[config.mk]
export PLATFORM = sky130hd
export DESIGN_NAME = rv_fetch
export DESIGN_NICKNAME = d
export VERILOG_FILES = /design/src/common/rv_pkg.sv /design/src/hdl/rv_fetch.sv
export VERILOG_INCLUDE_DIRS = /design/src /design/src/common
export SDC_FILE = /design/constraint.sdc
export NUM_CORES = 1
export LEC_CHECK = 0
export ABC_AREA = 1
export BUFFER_PORTS_ARGS = -buffer_cell sky130_fd_sc_hd__buf_2
export CELL_PAD_IN_SITES_DETAIL_PLACEMENT = 0
export CELL_PAD_IN_SITES_GLOBAL_PLACEMENT = 1
export CORE_MARGIN = 1
export CORE_UTILIZATION = 36
export CTS_CLUSTER_SIZE = 40
export DETAILED_ROUTE_END_ITERATION = 8
export PLACE_DENSITY = 0.86
export SKIP_CTS_REPAIR_TIMING = 1
export SLEW_MARGIN = 20
export SYNTH_ARGS = -nofsm -noshare
export SYNTH_HDL_FRONTEND = slang
export SYNTH_SLANG_ARGS = --single-unit
[constraint.sdc]
create_clock -name clk -period 2.5 [get_ports clk]
set_input_delay 0.375 -clock clk [delete_from_list [all_inputs] [get_ports clk]]
set_output_delay 0.375 -clock clk [all_outputs]
set_load 0.005 [all_outputs]
[src/common/rv_config.svh]
`ifndef RV_CONFIG_SVH
`define RV_CONFIG_SVH

// Datapath and address width
`define RV_XLEN 32

// Architectural registers including x0
`define RV_NREGS 32

// Data memory depth in 32-bit words
`define RV_DMEM_WORDS 64

// First fetch address after reset
`define RV_RESET_PC 0

`endif

[src/common/rv_pkg.sv]
`include "rv_config.svh"

package rv_pkg;

    typedef logic [`RV_XLEN-1:0] word_t;
    typedef logic [4:0]          reg_idx_t;
    typedef logic [6:0]          opcode_t;
    typedef logic [2:0]          funct3_t;
    typedef logic [6:0]          funct7_t;

    // Major opcodes of the supported subset
    localparam opcode_t op_reg    = 7'b0110011;
    localparam opcode_t op_imm    = 7'b0010011;
    localparam opcode_t op_lui    = 7'b0110111;
    localparam opcode_t op_load   = 7'b0000011;
    localparam opcode_t op_store  = 7'b0100011;
    localparam opcode_t op_branch = 7'b1100011;

    typedef enum logic [3:0] {
        alu_add,
        alu_sub,
        alu_and,
        alu_or,
        alu_xor,
        alu_slt,
        alu_sll,
        alu_srl,
        alu_pass_b
    } alu_op_t;

    typedef enum logic [1:0] {
        cmp_beq,
        cmp_bne,
        cmp_blt,
        cmp_bge
    } cmp_op_t;

    typedef enum logic {
        alumux2_rs2,
        alumux2_imm
    } alumux2_sel_t;

    typedef enum logic {
        wbmux_alu,
        wbmux_load
    } wbmux_sel_t;

    typedef struct packed {
        logic  valid;
        word_t pc;
        word_t ir;
    } if_id_t;

    typedef struct packed {
        logic         valid;
        word_t        pc;
        word_t        rs1_val;
        word_t        rs2_val;
        word_t        imm;
        reg_idx_t     rd;
        alu_op_t      alu_op;
        cmp_op_t      cmp_op;
        alumux2_sel_t alumux2_sel;
        logic         is_branch;
        logic         mem_read;
        logic         mem_write;
        wbmux_sel_t   wbmux_sel;
        logic         load_regfile;
    } id_ex_t;

    typedef struct packed {
        logic       valid;
        word_t      alu_result;
        word_t      store_data;
        reg_idx_t   rd;
        logic       mem_read;
        logic       mem_write;
        wbmux_sel_t wbmux_sel;
        logic       load_regfile;
    } ex_mem_t;

    typedef struct packed {
        logic     valid;
        reg_idx_t rd;
        word_t    wb_data;
        logic     load_regfile;
    } mem_wb_t;

endpackage

[src/hdl/rv_fetch.sv]
`timescale 1ns/10ps
`include "rv_config.svh"

module rv_fetch (
    input  logic           clk,
    input  logic           rst,
    input  logic           run,
    input  logic           redirect,
    input  rv_pkg::word_t  redirect_pc,
    output rv_pkg::word_t  imem_addr,
    input  rv_pkg::word_t  imem_data,
    output rv_pkg::if_id_t if_id
);
    import rv_pkg::*;

    word_t pc;
    word_t pc_next;

    // A taken branch in execute overrides sequential fetch
    assign pc_next = redirect ? redirect_pc : pc + word_t'(4);

    always_ff @(posedge clk) begin
        if (rst) begin
            pc <= word_t'(`RV_RESET_PC);
        end else if (run) begin
            pc <= pc_next;
        end
    end

    assign imem_addr = pc;

    // The word fetched this cycle is on the wrong path when execute redirects
    always_ff @(posedge clk) begin
        if (rst) begin
            if_id <= '0;
        end else if (run) begin
            if_id.valid <= ~redirect;
            if_id.pc    <= pc;
            if_id.ir    <= imem_data;
        end
    end

endmodule

==> results_dict.tcl <==
set metrics [dict create \
    pin_count 165 \
    firstDrtPassIters 4 \
    start_util 0.3770 \
    ys_async_sr_fraction 0 \
    die_w_um 112.5 \
    yosys_warnings 0 \
    setup_viol 0 \
    syn_avg_cell_area_um2 6.713 \
    max_slew_margin 0.5244 \
    ys.flop_type "dfxtp_1" \
    design.core.area_um2 11660 \
    max_freq_mhz 609.6 \
    fp-row-count 39 \
    status "finished clean" \
    rsz0062_at_grt "no" \
    yosysTopAreaCell "dfxtp_1" \
    wirelength_um 13320 \
    htree_num_levels 3 \
    power_frac_comb 0.116 \
    yosysTopAreaCellShare 0.4417 \
    clock_sinks 97 \
    nets 876 \
    fin_skew_ns 0.006572 \
    antenna_found_initial 1 \
    cp-start-kind "flop" \
    drive_above_1_share 0.2512 \
    fillers 1249 \
    cp.required_ns 2.73 \
    sw_frac_of_total 0.2491 \
    hp-class "primary input to flop" \
    ys_ff_latch 97 \
    syn-instance-count 655 \
    tritoncts "built" \
    wire_per_inst_um 13.95 \
    dieArea_um2 12660 \
    p_leak_nw 2.614 \
    syn_area_um2 4397 \
    synth_edf_count 0 \
    antenna_cells 0 \
    finalCritPeriodShare 0.6561 \
    path_class "flop to flop" \
    critPathMaxFanout 7 \
    cts.root.buffer_cell "clkbuf_16" \
    syn2layout_area_growth_pct 28.26 \
    vias 4646 \
    gr-total-overflow 0 \
    clk_path_buf_depth 2 \
    grt_pass1_vias 4515 \
    port_buffers 164 \
    worstMarginPinSlew_ns 0.7135 \
    cp-end-kind "flop" \
    die-height_um 112.5 \
    dp.final_hpwl_um 9676 \
    clk_pin_slew_ns 0.06 \
    yosysSeqAreaShare 0.4417 \
    p_clk_frac 0.404 \
    syn_nets 724 \
    synth.area.top_cells "dfxtp_1, nand2_1, o21ai_0" \
    layout_setup_ws_ns 0.8597 \
    drc 0 \
    period_needed_ns 1.640 \
    seq_power_share 0.480 \
    grtUsageTotal 0.2195 \
    drv_cap 0 \
    critical_path_arrival_ns 1.87 \
    hold_violations 0 \
    grt_max_degree 84 \
    cts_buffers 9 \
    gp_congestion 0.8992 \
    power_density_nw_per_um2 631.9 \
    fin_setup_tns_ns 0 \
    grt_pass1_wl_um 22020 \
    clock_latency_ns 0.35 \
    drt-initial-drc-count 263 \
    drv_slew 0 \
    synth.most_common_cell "nand2_1" \
    ant_nets 0 \
    viasPerCell 4.865 \
    power.switching_uw 887.6 \
    post-place-ws_ns 0.8797 \
    vdd_drop_max_uv 338.5 \
    p_int_mw 2.676 \
    synthDistinctLibCells 20 \
    yosys-top-cells-count "nand2_1, nor2_1, dfxtp_1" \
]
==> logic make-up (layout without fill, tap and decap cells) <==
group                      Yosys count  in the layout  synth area share
buffers and inverters               95            252           0.08424
adders and majority gates            1              1          0.002845
and+or+nand+nor                    297            297            0.2732
DFF                                 97             97            0.4417
AOI/OAI and AO/OA                  157            157            0.1821
xor gates and xnor gates             8              8           0.01594
==> power groups by stage <==
stage | clock network (mW) | registers, mW | logic (mW)
global placement | 0 | 1.74 | 0.409
global route | 1.54 | 1.72 | 0.470
floorplan | 0 | 1.74 | 0.204
detailed placement | 0 | 1.74 | 0.415
CTS | 1.47 | 1.71 | 0.418
finish | 1.44 | 1.71 | 0.413
==> through the flow <==
| step | power (mW) | util | cell area [µm²] | instances | hold slack [ns] |
|---|---|---|---|---|---|
| floorplan | 1.945 | - | 4397 | 655 | 0.4575 |
| global placement | 2.148 | 0.4570 | 5330 | 939 | 0.4615 |
| detailed placement | 2.158 | 0.4570 | 5330 | 939 | 0.4545 |
| CTS | 3.598 | 0.4835 | 5639 | 955 | 0.2380 |
| global route | 3.731 | 0.4835 | 5639 | 955 | 0.2421 |
| finish | 3.564 | 0.4835 | 5639 | 955 | 0.2452 |
==> placed cells by master, fill, tap and decap left out <==
cell type  synthesis  final
a21oi_2            2      2
ha_1               1      1
xor2_1             8      8
nor2_4             5      5
clkinv_2           0      1
clkbuf_8           0      3
a21oi_1           52     52
clkbuf_1          20      2
o21ai_1            3      3
a31oi_1            6      6
nand2_2            4      4
inv_2              2      2
nand3_1           23     23
bufinv_16          0      1
buf_2              8    164
nand2_1          139    139
clkbuf_16          0      9
dfxtp_1           97     97
o21ai_0           94     94
nor2_2             4      4
buf_4              1      9
inv_1             61     61
nor2_1           122    122
==> final timing paths <==
path | slack (ns) | cells past startpoint | start | to
setup / recovery | 0.86 | 10 | imem_addr[3] | imem_addr[22]
hold / removal | 0.25 | 3 | imem_data[23] | if_id[23]
setup reg to reg | 0.86 | 10 | imem_addr[3] | imem_addr[22]
hold reg to reg | 0.47 | 2 | if_id[34] | if_id[34]
==> cell type report <==
type / instances / area (µm²) / area share
multi-input combinational: 463 / 2085 / 0.3696
sequential: 97 / 1942 / 0.3444
timing repair buffer: 173 / 888.4 / 0.1575
clock buffer: 14 / 274.0 / 0.04859
inverter: 63 / 236.5 / 0.04193
tap: 143 / 178.9 / 0.03173
clock inverter: 2 / 35.03 / 0.006213
==> registers in the layout, indices dropped and copies added, names as in the netlist <==
register / count
if_id: 65
imem_addr: 32
==> metal layers <==
| metal | track usage | vias to the layer above | share of wire |
|---|---|---|---|
| met4 | 0.07822 | 2 | 0.016 |
| met5 | 0 | - | 0.00098 |
| met3 | 0.06048 | 15 | 0.065 |
| met1 | 0.2719 | 2101 | 0.46 |
| met2 | 0.3656 | 133 | 0.46 |
| li1 | - | 2395 | - |
==> critical path: stages (launching register included) <==
cell and delay, ns:
dfxtp_1 0.42, ha_1 0.24, nand2_2 0.08, nor2_2 0.14, nand2_2 0.11, nor2_4 0.19
nand2_1 0.08, nand2_1 0.06, nand2_1 0.05, a21oi_1 0.11, nor2_1 0.05
(Power assumes the default switching activity.)
