**src/common/rv_config.svh**
```systemverilog
`ifndef RV_CONFIG_SVH
`define RV_CONFIG_SVH

// Datapath and address width
`define RV_XLEN 32

// Architectural registers including x0
`define RV_NREGS 32

// Data memory depth in 32-bit words
`define RV_DMEM_WORDS 64

// First fetch address after reset
`define RV_RESET_PC 0

`endif

```
**src/common/rv_pkg.sv**
```systemverilog
`include "rv_config.svh"

package rv_pkg;

    typedef logic [`RV_XLEN-1:0] word_t;
    typedef logic [4:0]          reg_idx_t;
    typedef logic [6:0]          opcode_t;
    typedef logic [2:0]          funct3_t;
    typedef logic [6:0]          funct7_t;

    // Major opcodes of the supported subset
    localparam opcode_t op_reg    = 7'b0110011;
    localparam opcode_t op_imm    = 7'b0010011;
    localparam opcode_t op_lui    = 7'b0110111;
    localparam opcode_t op_load   = 7'b0000011;
    localparam opcode_t op_store  = 7'b0100011;
    localparam opcode_t op_branch = 7'b1100011;

    typedef enum logic [3:0] {
        alu_add,
        alu_sub,
        alu_and,
        alu_or,
        alu_xor,
        alu_slt,
        alu_sll,
        alu_srl,
        alu_pass_b
    } alu_op_t;

    typedef enum logic [1:0] {
        cmp_beq,
        cmp_bne,
        cmp_blt,
        cmp_bge
    } cmp_op_t;

    typedef enum logic {
        alumux2_rs2,
        alumux2_imm
    } alumux2_sel_t;

    typedef enum logic {
        wbmux_alu,
        wbmux_load
    } wbmux_sel_t;

    typedef struct packed {
        logic  valid;
        word_t pc;
        word_t ir;
    } if_id_t;

    typedef struct packed {
        logic         valid;
        word_t        pc;
        word_t        rs1_val;
        word_t        rs2_val;
        word_t        imm;
        reg_idx_t     rd;
        alu_op_t      alu_op;
        cmp_op_t      cmp_op;
        alumux2_sel_t alumux2_sel;
        logic         is_branch;
        logic         mem_read;
        logic         mem_write;
        wbmux_sel_t   wbmux_sel;
        logic         load_regfile;
    } id_ex_t;

    typedef struct packed {
        logic       valid;
        word_t      alu_result;
        word_t      store_data;
        reg_idx_t   rd;
        logic       mem_read;
        logic       mem_write;
        wbmux_sel_t wbmux_sel;
        logic       load_regfile;
    } ex_mem_t;

    typedef struct packed {
        logic     valid;
        reg_idx_t rd;
        word_t    wb_data;
        logic     load_regfile;
    } mem_wb_t;

endpackage

```
**src/hdl/rv_execute.sv**
```systemverilog
`timescale 1ns/10ps

module rv_execute (
    input  logic            clk,
    input  logic            rst,
    input  logic            run,
    input  rv_pkg::id_ex_t  id_ex,
    output logic            redirect,
    output rv_pkg::word_t   redirect_pc,
    output rv_pkg::ex_mem_t ex_mem
);
    import rv_pkg::*;

    word_t op_a;
    word_t op_b;
    word_t alu_result;
    logic  taken;

    assign op_a = id_ex.rs1_val;
    assign op_b = (id_ex.alumux2_sel == alumux2_imm) ? id_ex.imm : id_ex.rs2_val;

    always_comb begin
        case (id_ex.alu_op)
            alu_add: alu_result = op_a + op_b;
            alu_sub: alu_result = op_a - op_b;
            alu_and: alu_result = op_a & op_b;
            alu_or:  alu_result = op_a | op_b;
            alu_xor: alu_result = op_a ^ op_b;
            alu_slt: alu_result = ($signed(op_a) < $signed(op_b)) ? word_t'(1) : '0;
            alu_sll: alu_result = op_a << op_b[4:0];
            alu_srl: alu_result = op_a >> op_b[4:0];
            default: alu_result = op_b;
        endcase
    end

    // Branch compare always uses both register operands
    always_comb begin
        case (id_ex.cmp_op)
            cmp_beq: taken = (id_ex.rs1_val == id_ex.rs2_val);
            cmp_bne: taken = (id_ex.rs1_val != id_ex.rs2_val);
            cmp_blt: taken = ($signed(id_ex.rs1_val) < $signed(id_ex.rs2_val));
            default: taken = ($signed(id_ex.rs1_val) >= $signed(id_ex.rs2_val));
        endcase
    end

    assign redirect    = id_ex.valid && id_ex.is_branch && taken;
    assign redirect_pc = id_ex.pc + id_ex.imm;

    always_ff @(posedge clk) begin
        if (rst) begin
            ex_mem <= '0;
        end else if (run) begin
            ex_mem.valid        <= id_ex.valid;
            ex_mem.alu_result   <= alu_result;
            ex_mem.store_data   <= id_ex.rs2_val;
            ex_mem.rd           <= id_ex.rd;
            ex_mem.mem_read     <= id_ex.mem_read;
            ex_mem.mem_write    <= id_ex.mem_write;
            ex_mem.wbmux_sel    <= id_ex.wbmux_sel;
            ex_mem.load_regfile <= id_ex.load_regfile;
        end
    end

endmodule

```
**config.mk**
```make
export PLATFORM = sky130hd
export DESIGN_NAME = rv_execute
export DESIGN_NICKNAME = d
export VERILOG_FILES = /design/src/common/rv_pkg.sv /design/src/hdl/rv_execute.sv
export VERILOG_INCLUDE_DIRS = /design/src /design/src/common
export SDC_FILE = /design/constraint.sdc
export NUM_CORES = 1
export LEC_CHECK = 0
export BUFFER_PORTS_ARGS = -buffer_cell sky130_fd_sc_hd__buf_4
export CAP_MARGIN = 20
export CORE_MARGIN = 10
export CORE_UTILIZATION = 40
export DETAILED_ROUTE_END_ITERATION = 10
export SLEW_MARGIN = 15
export SYNTH_ARGS = -nofsm -noshare
export SYNTH_HDL_FRONTEND = slang
export SYNTH_SLANG_ARGS = --single-unit
```
**constraint.sdc**
```tcl
create_clock -name clk -period 7.96 [get_ports clk]
set_input_delay 0.796 -clock clk [delete_from_list [all_inputs] [get_ports clk]]
set_output_delay 0.796 -clock clk [all_outputs]
set_load 0.005 [all_outputs]
```
==> results of run 1 <==
synthesized netlist by cell type (37+ instances only):
master,instances,share of area
nand3_1,37,0.013
a21oi_1,175,0.063
o21ai_0,121,0.043
inv_1,139,0.037
ha_1,174,0.16
nor2_1,195,0.052
nand2_1,169,0.045
a21o_1,39,0.021
dfxtp_1,74,0.11
clkbuf_1,99,0.027
mux2i_1,193,0.14
layout make-up:
type                    instances  area [um2]  area share
multi-input cells            1619       11500       0.696
repair buffers                285        2140       0.129
flip-flops and latches         74        1480      0.0896
well taps                     455         569      0.0344
inverters                     144         541      0.0327
clock buffers                  10         239      0.0145
clock inverters                 6        65.1     0.00393
placed cells by master, fill, tap and decap left out, drive strengths merged, types with 37 or more instances in the layout:
master and instances:
a21o 39, a21oi 175, buf 285, dfxtp 74, ha 174, inv 143, mux2i 194, nand2 169
nand3 37, nor2 195, o21ai 121
path summary, 6_finish.rpt:
check                                from                 endpoint  slack [ns]  depth (start not counted)
setup reg to reg  ex_mem[50]$_SDFFE_PP0P_  ex_mem[50]$_SDFFE_PP0P_        6.09                          6
setup / recovery                 id_ex[5]  ex_mem[69]$_SDFFE_PP0P_        2.53                         15
hold reg to reg   ex_mem[47]$_SDFFE_PP0P_  ex_mem[47]$_SDFFE_PP0P_        0.46                          2
hold / removal    ex_mem[47]$_SDFFE_PP0P_  ex_mem[47]$_SDFFE_PP0P_        0.46                          2
power groups by stage:
| stage | Clock (mW) | Combinational (mW) | Sequential (mW) |
|---|---|---|---|
| 5_1_grt | 0.480 | 1.35 | 0.418 |
| 4_1_cts | 0.472 | 1.23 | 0.415 |
| 3_5_place_dp | 0 | 1.22 | 0.423 |
| 3_3_place_gp | 0 | 1.22 | 0.422 |
| 6_report | 0.465 | 1.26 | 0.415 |
| 2_1_floorplan | 0 | 0.738 | 0.419 |
layer usage:
metal	track usage	vias to the layer above
li1	-	7521
met5	0	-
met3	0.0949	138
met1	0.411	7788
met2	0.469	1000
met4	0.119	4
cell families after synthesis:
| family | after synthesis |
|---|---|
| mux | 208 |
| compound gates | 629 |
| simple gates | 556 |
| fa+ha+maj | 177 |
| flops | 74 |
| xor+xnor | 49 |
| buf+inv | 267 |
critical path, delay by kind of cell:
family          cells  cell delay [ns]
simple gates        3             0.84
mux                 1             0.19
fa+ha+maj           2             0.73
buf+inv             3             1.23
compound gates      6             1.88
==> reports/results.ini, run 1 <==
[outcome]
outcome = finished clean

[placement]
dp_hpwl_mm = 55.4
place_area_um2 = 16200
gp_congestion = 1.03
io_buffers = 255
placed_cells = 2577
dp_slack_ns = 2.33

[worst_setup_path]
crit_type = primary input to flop
cp_slowest_stage_delay_ns = 0.69
required_ns = 8.24
cp_max_fo = 42
arrival_ns = 5.70
cp_slowest_cell = inv_2
path_cells = buf_4 > mux2i_4 > inv_2 > ha_1 > inv_1 > fa_1 > nand2b_1 > a211oi_1 > o21ai_0 > a31oi_1 > or2_2 > a21boi_0 > o22ai_1 > or3_1 > a32o_1
crit_path_start_kind = primary input
cp-end-kind = flop

[timing]
setup_viol = 0
slew_headroom = 0.292
finalCritPeriodShare = 0.682
period_minus_slack_ns = 5.43
slew_violations = 0
finalSetupTns_ns = 0
timing_hold_violations_final = 0
finalClockSkew_ns = 0
fmax_mhz = 184
rsz0062_at_grt = false
hold_ws_ns = 0.457
tightestPinTransition_ns = 1.06
timing.final.ws_setup_ns = 2.53

[synthesis]
yosysSeqAreaShare = 0.106
synth-xor-area-share = 0.0307
ys_types = 78
synthAdderAreaFrac = 0.160
yosys_register_bits = 74
synth-simple-area-share = 0.182
async_reset_ff_frac = 0
syn_area_per_cell_um2 = 7.13
synth_compound_gate_area_share = 0.297
ys_warn_count = 0
synth-edff-count = 0
netlist_area_um2 = 14000
synth-main-ff-cell = dfxtp_1
synthMuxAreaShare = 0.152
syn_inst = 1960
synth_nets = 2286
synth_top_family_by_area = compound AO/OA/AOI/OAI gates

[clocking]
cts_max_path_buffers = 2
cts.sinks = 74
cts-root-buf = clkbuf_16
ctsHoldBuffers = 0
worstSkewPairLatency_ns = 0.38
postCtsSetupBuffers = 0
path_clk_slew_ns = 0.08
htree_levels = 3
cts_tree = done
cts_resized = 0
cts_made_buffers = 9

[finish]
top_regs = ex_mem (74)
final_nets = 2459
final_util = 0.479
drive_gt1_frac = 0.159
area_delta_synth_final_pct = 18.3
largest_reg_flops = 74
fillCellCount = 3638
num_antenna_cells = 0
stdcell_area_um2 = 16500
top_register = ex_mem
layout.cells.non_filler = 2593

[detailed_routing]
drtIter0Drc = 1784
via_count = 16500
wl_per_cell_um = 26.9
via_per_inst = 6.34
antenna_left = 0
highest-signal-layer = met5
dr_wl_met3_mm = 8.23
finalWirelength_mm = 69.7
firstDrtPassIters = 5
wl_met2_mm = 29.5
drc = 0
wl_met1_mm = 29.4

[global_route]
grt_max_degree = 63
globalRouteTotalUtil = 0.312
grt_pass1_vias = 16000
antenna_found_initial = 2
overflow = 0
grt_pass1_wl_mm = 101

[floorplanning]
die_x_um = 207
io_pins = 256
start_util = 0.405
die_y_um = 207
dieArea_um2 = 42800
rows = 68
core_area_um2 = 34500

[power_and_ir_drop]
seqPwrFrac = 0.194
peakVddDrop_mv = 0.114
p_clk_frac = 0.217
swShare = 0.473
internal-power_mw = 1.13
leakage_nw = 7.86
power_mw = 2.14
pwr-share-comb = 0.589
power.density_nw_per_um2 = 129
netSwitchingPower_mw = 1.01

[run]
maxCapViolCount = 0

[hold_path]
min_path_type = flop to flop

Note: power is estimated with default switching activity, not from simulation.
==> run 2: changes to the inputs <==
clock period = 5.5 ns   (was 7.96 ns; I/O delays follow)
==> run 2 against run 1 <==
Via count rose by 1.5%. Sequential power grew 45%. Design area is 0.61% higher. Total power increased by 46%. Sequential share of layout area down 0.054 points. Register-to-register slack got worse by 2.3 ns. Worst setup slack worse by 1.6 ns. Clock power grew 41%. Core utilization grew 0.29 points. Die area unchanged. Routed wire length increased by 5.4%.
==> reports/results.ini, run 2 (synthesis gave the netlist of run 1 again) <==
[run]
maxCapViolCount = 0

[timing]
fmax_mhz = 221
finalCritPeriodShare = 0.822
slew_headroom = 0.292
finalSetupTns_ns = 0
timing_hold_violations_final = 0
timing.final.ws_setup_ns = 0.979
rsz0062_at_grt = false
slew_violations = 0
setup_viol = 0
tightestPinTransition_ns = 1.06
hold_ws_ns = 0.397
finalClockSkew_ns = 0
period_minus_slack_ns = 4.52

[clocking]
worstSkewPairLatency_ns = 0.38
cts_made_buffers = 9
path_clk_slew_ns = 0.07
cts-root-buf = clkbuf_16
cts_resized = 0
postCtsSetupBuffers = 0
htree_levels = 3
cts_tree = done
cts.sinks = 74
ctsHoldBuffers = 0
cts_max_path_buffers = 2

[worst_setup_path]
r2r_slack_ns = 3.81
arrival_ns = 3.97
cp_slowest_stage_delay_ns = 0.58
required_ns = 4.95
cp_max_fo = 5
path_cells = buf_4 > inv_1 > ha_1 > nand3_1 > or4_4 > or3_4 > or4_4 > o21bai_1 > o211ai_2 > nor2_1 > o311ai_1 > nor2_1 > buf_4
cp_slowest_cell = or4_4
cp-end-kind = output port
crit_type = primary input to output port
crit_path_start_kind = primary input

[power_and_ir_drop]
seqPwrFrac = 0.193
netSwitchingPower_mw = 1.50
leakage_nw = 7.93
pwr-share-comb = 0.597
peakVddDrop_mv = 0.176
swShare = 0.480
internal-power_mw = 1.62
p_clk_frac = 0.211
power.density_nw_per_um2 = 187
power_mw = 3.12

[finish]
final_common_cell = buf_4
top_register = ex_mem
drive_gt1_frac = 0.165
layout_common_cells = buf_4 (300), nor2_1 (194), mux2i_1 (192)
num_antenna_cells = 0
largest_reg_flops = 74
top_regs = ex_mem (74)
layout.cells.non_filler = 2608
area_delta_synth_final_pct = 19.0
final_nets = 2474

[detailed_routing]
antenna_left = 0
via_per_inst = 6.40
firstDrtPassIters = 6
finalWirelength_mm = 73.5
drc = 0
drtIter0Drc = 1704
wl_per_cell_um = 28.2
via_count = 16700

[placement]
dp_hpwl_mm = 58.6
gp_congestion = 1.03
dp_slack_ns = 0.682
io_buffers = 255
placed_cells = 2592

[floorplanning]
die_x_um = 207
dieArea_um2 = 42800
rows = 68
io_pins = 256
core_area_um2 = 34500
die_y_um = 207
start_util = 0.405

[global_route]
globalRouteTotalUtil = 0.332
antenna_found_initial = 1
grt_pass1_wl_mm = 107
grt_max_degree = 56
overflow = 0
grt_pass1_vias = 16200

[hold_path]
min_path_type = primary input to flop

[outcome]
outcome = finished clean

[run 2: cell count changes in the layout (fill, tap and decap cells not counted), sizes merged]
cell | before | now
buf | 285 | 300
clkbuf | 10 | 12
bufinv | 1 | 0
clkinv | 5 | 4
clkinvlp | 1 | 2
inv | 143 | 142
[run 2: cell type report]
class                           count  area, um2
Multi-Input combinational cell   1619      11500
Fill cell                        3618      17900
Clock inverter                      4       25.0
Sequential cell                    74       1480
Timing Repair Buffer              300       2250
Clock buffer                       12        267
Tap cell                          455        569
Inverter                          144        541
[run 2: path summary, 6_finish.rpt]
kind,from,depth (start not counted),end
worst max register to register,ex_mem[50]$_SDFFE_PP0P_,6,ex_mem[50]$_SDFFE_PP0P_
worst max-delay path,id_ex[80],13,redirect
worst min register to register,ex_mem[47]$_SDFFE_PP0P_,2,ex_mem[47]$_SDFFE_PP0P_
worst min-delay path,id_ex[15],3,ex_mem[7]$_SDFFE_PP0P_
[run 2: stage by stage]
| stage | util | cell area [um2] |
|---|---|---|
| 3_5_place_dp | 0.473 | 16300 |
| 6_report | 0.482 | 16600 |
| 5_1_grt | 0.482 | 16600 |
| 4_1_cts | 0.482 | 16600 |
| 2_1_floorplan | - | 14000 |
| 3_3_place_gp | 0.473 | 16300 |
[run 2: worst max-delay path, delay by kind of cell]
family / cells / cell delay, ns
simple gates: 6 / 1.92
fa+ha+maj: 1 / 0.44
compound gates: 3 / 0.72
buf+inv: 3 / 0.33
[run 2: layer usage]
layer | vias to the layer above | GRT usage | wire length [um]
li1 | 7545 | - | -
met1 | 8059 | 0.451 | 31500
met2 | 966 | 0.502 | 31600
met3 | 124 | 0.0738 | 7740
met4 | 2 | 0.125 | 2620
met5 | - | 0 | 1
[run 2: power groups by stage]
stage | clock [mW] | sequential (mW) | combinational [mW]
after detailed placement | 0 | 0.611 | 1.80
after global routing | 0.677 | 0.603 | 1.99
final | 0.656 | 0.601 | 1.86
after global placement | 0 | 0.610 | 1.81
after CTS | 0.668 | 0.599 | 1.81
after floorplan | 0 | 0.607 | 1.07
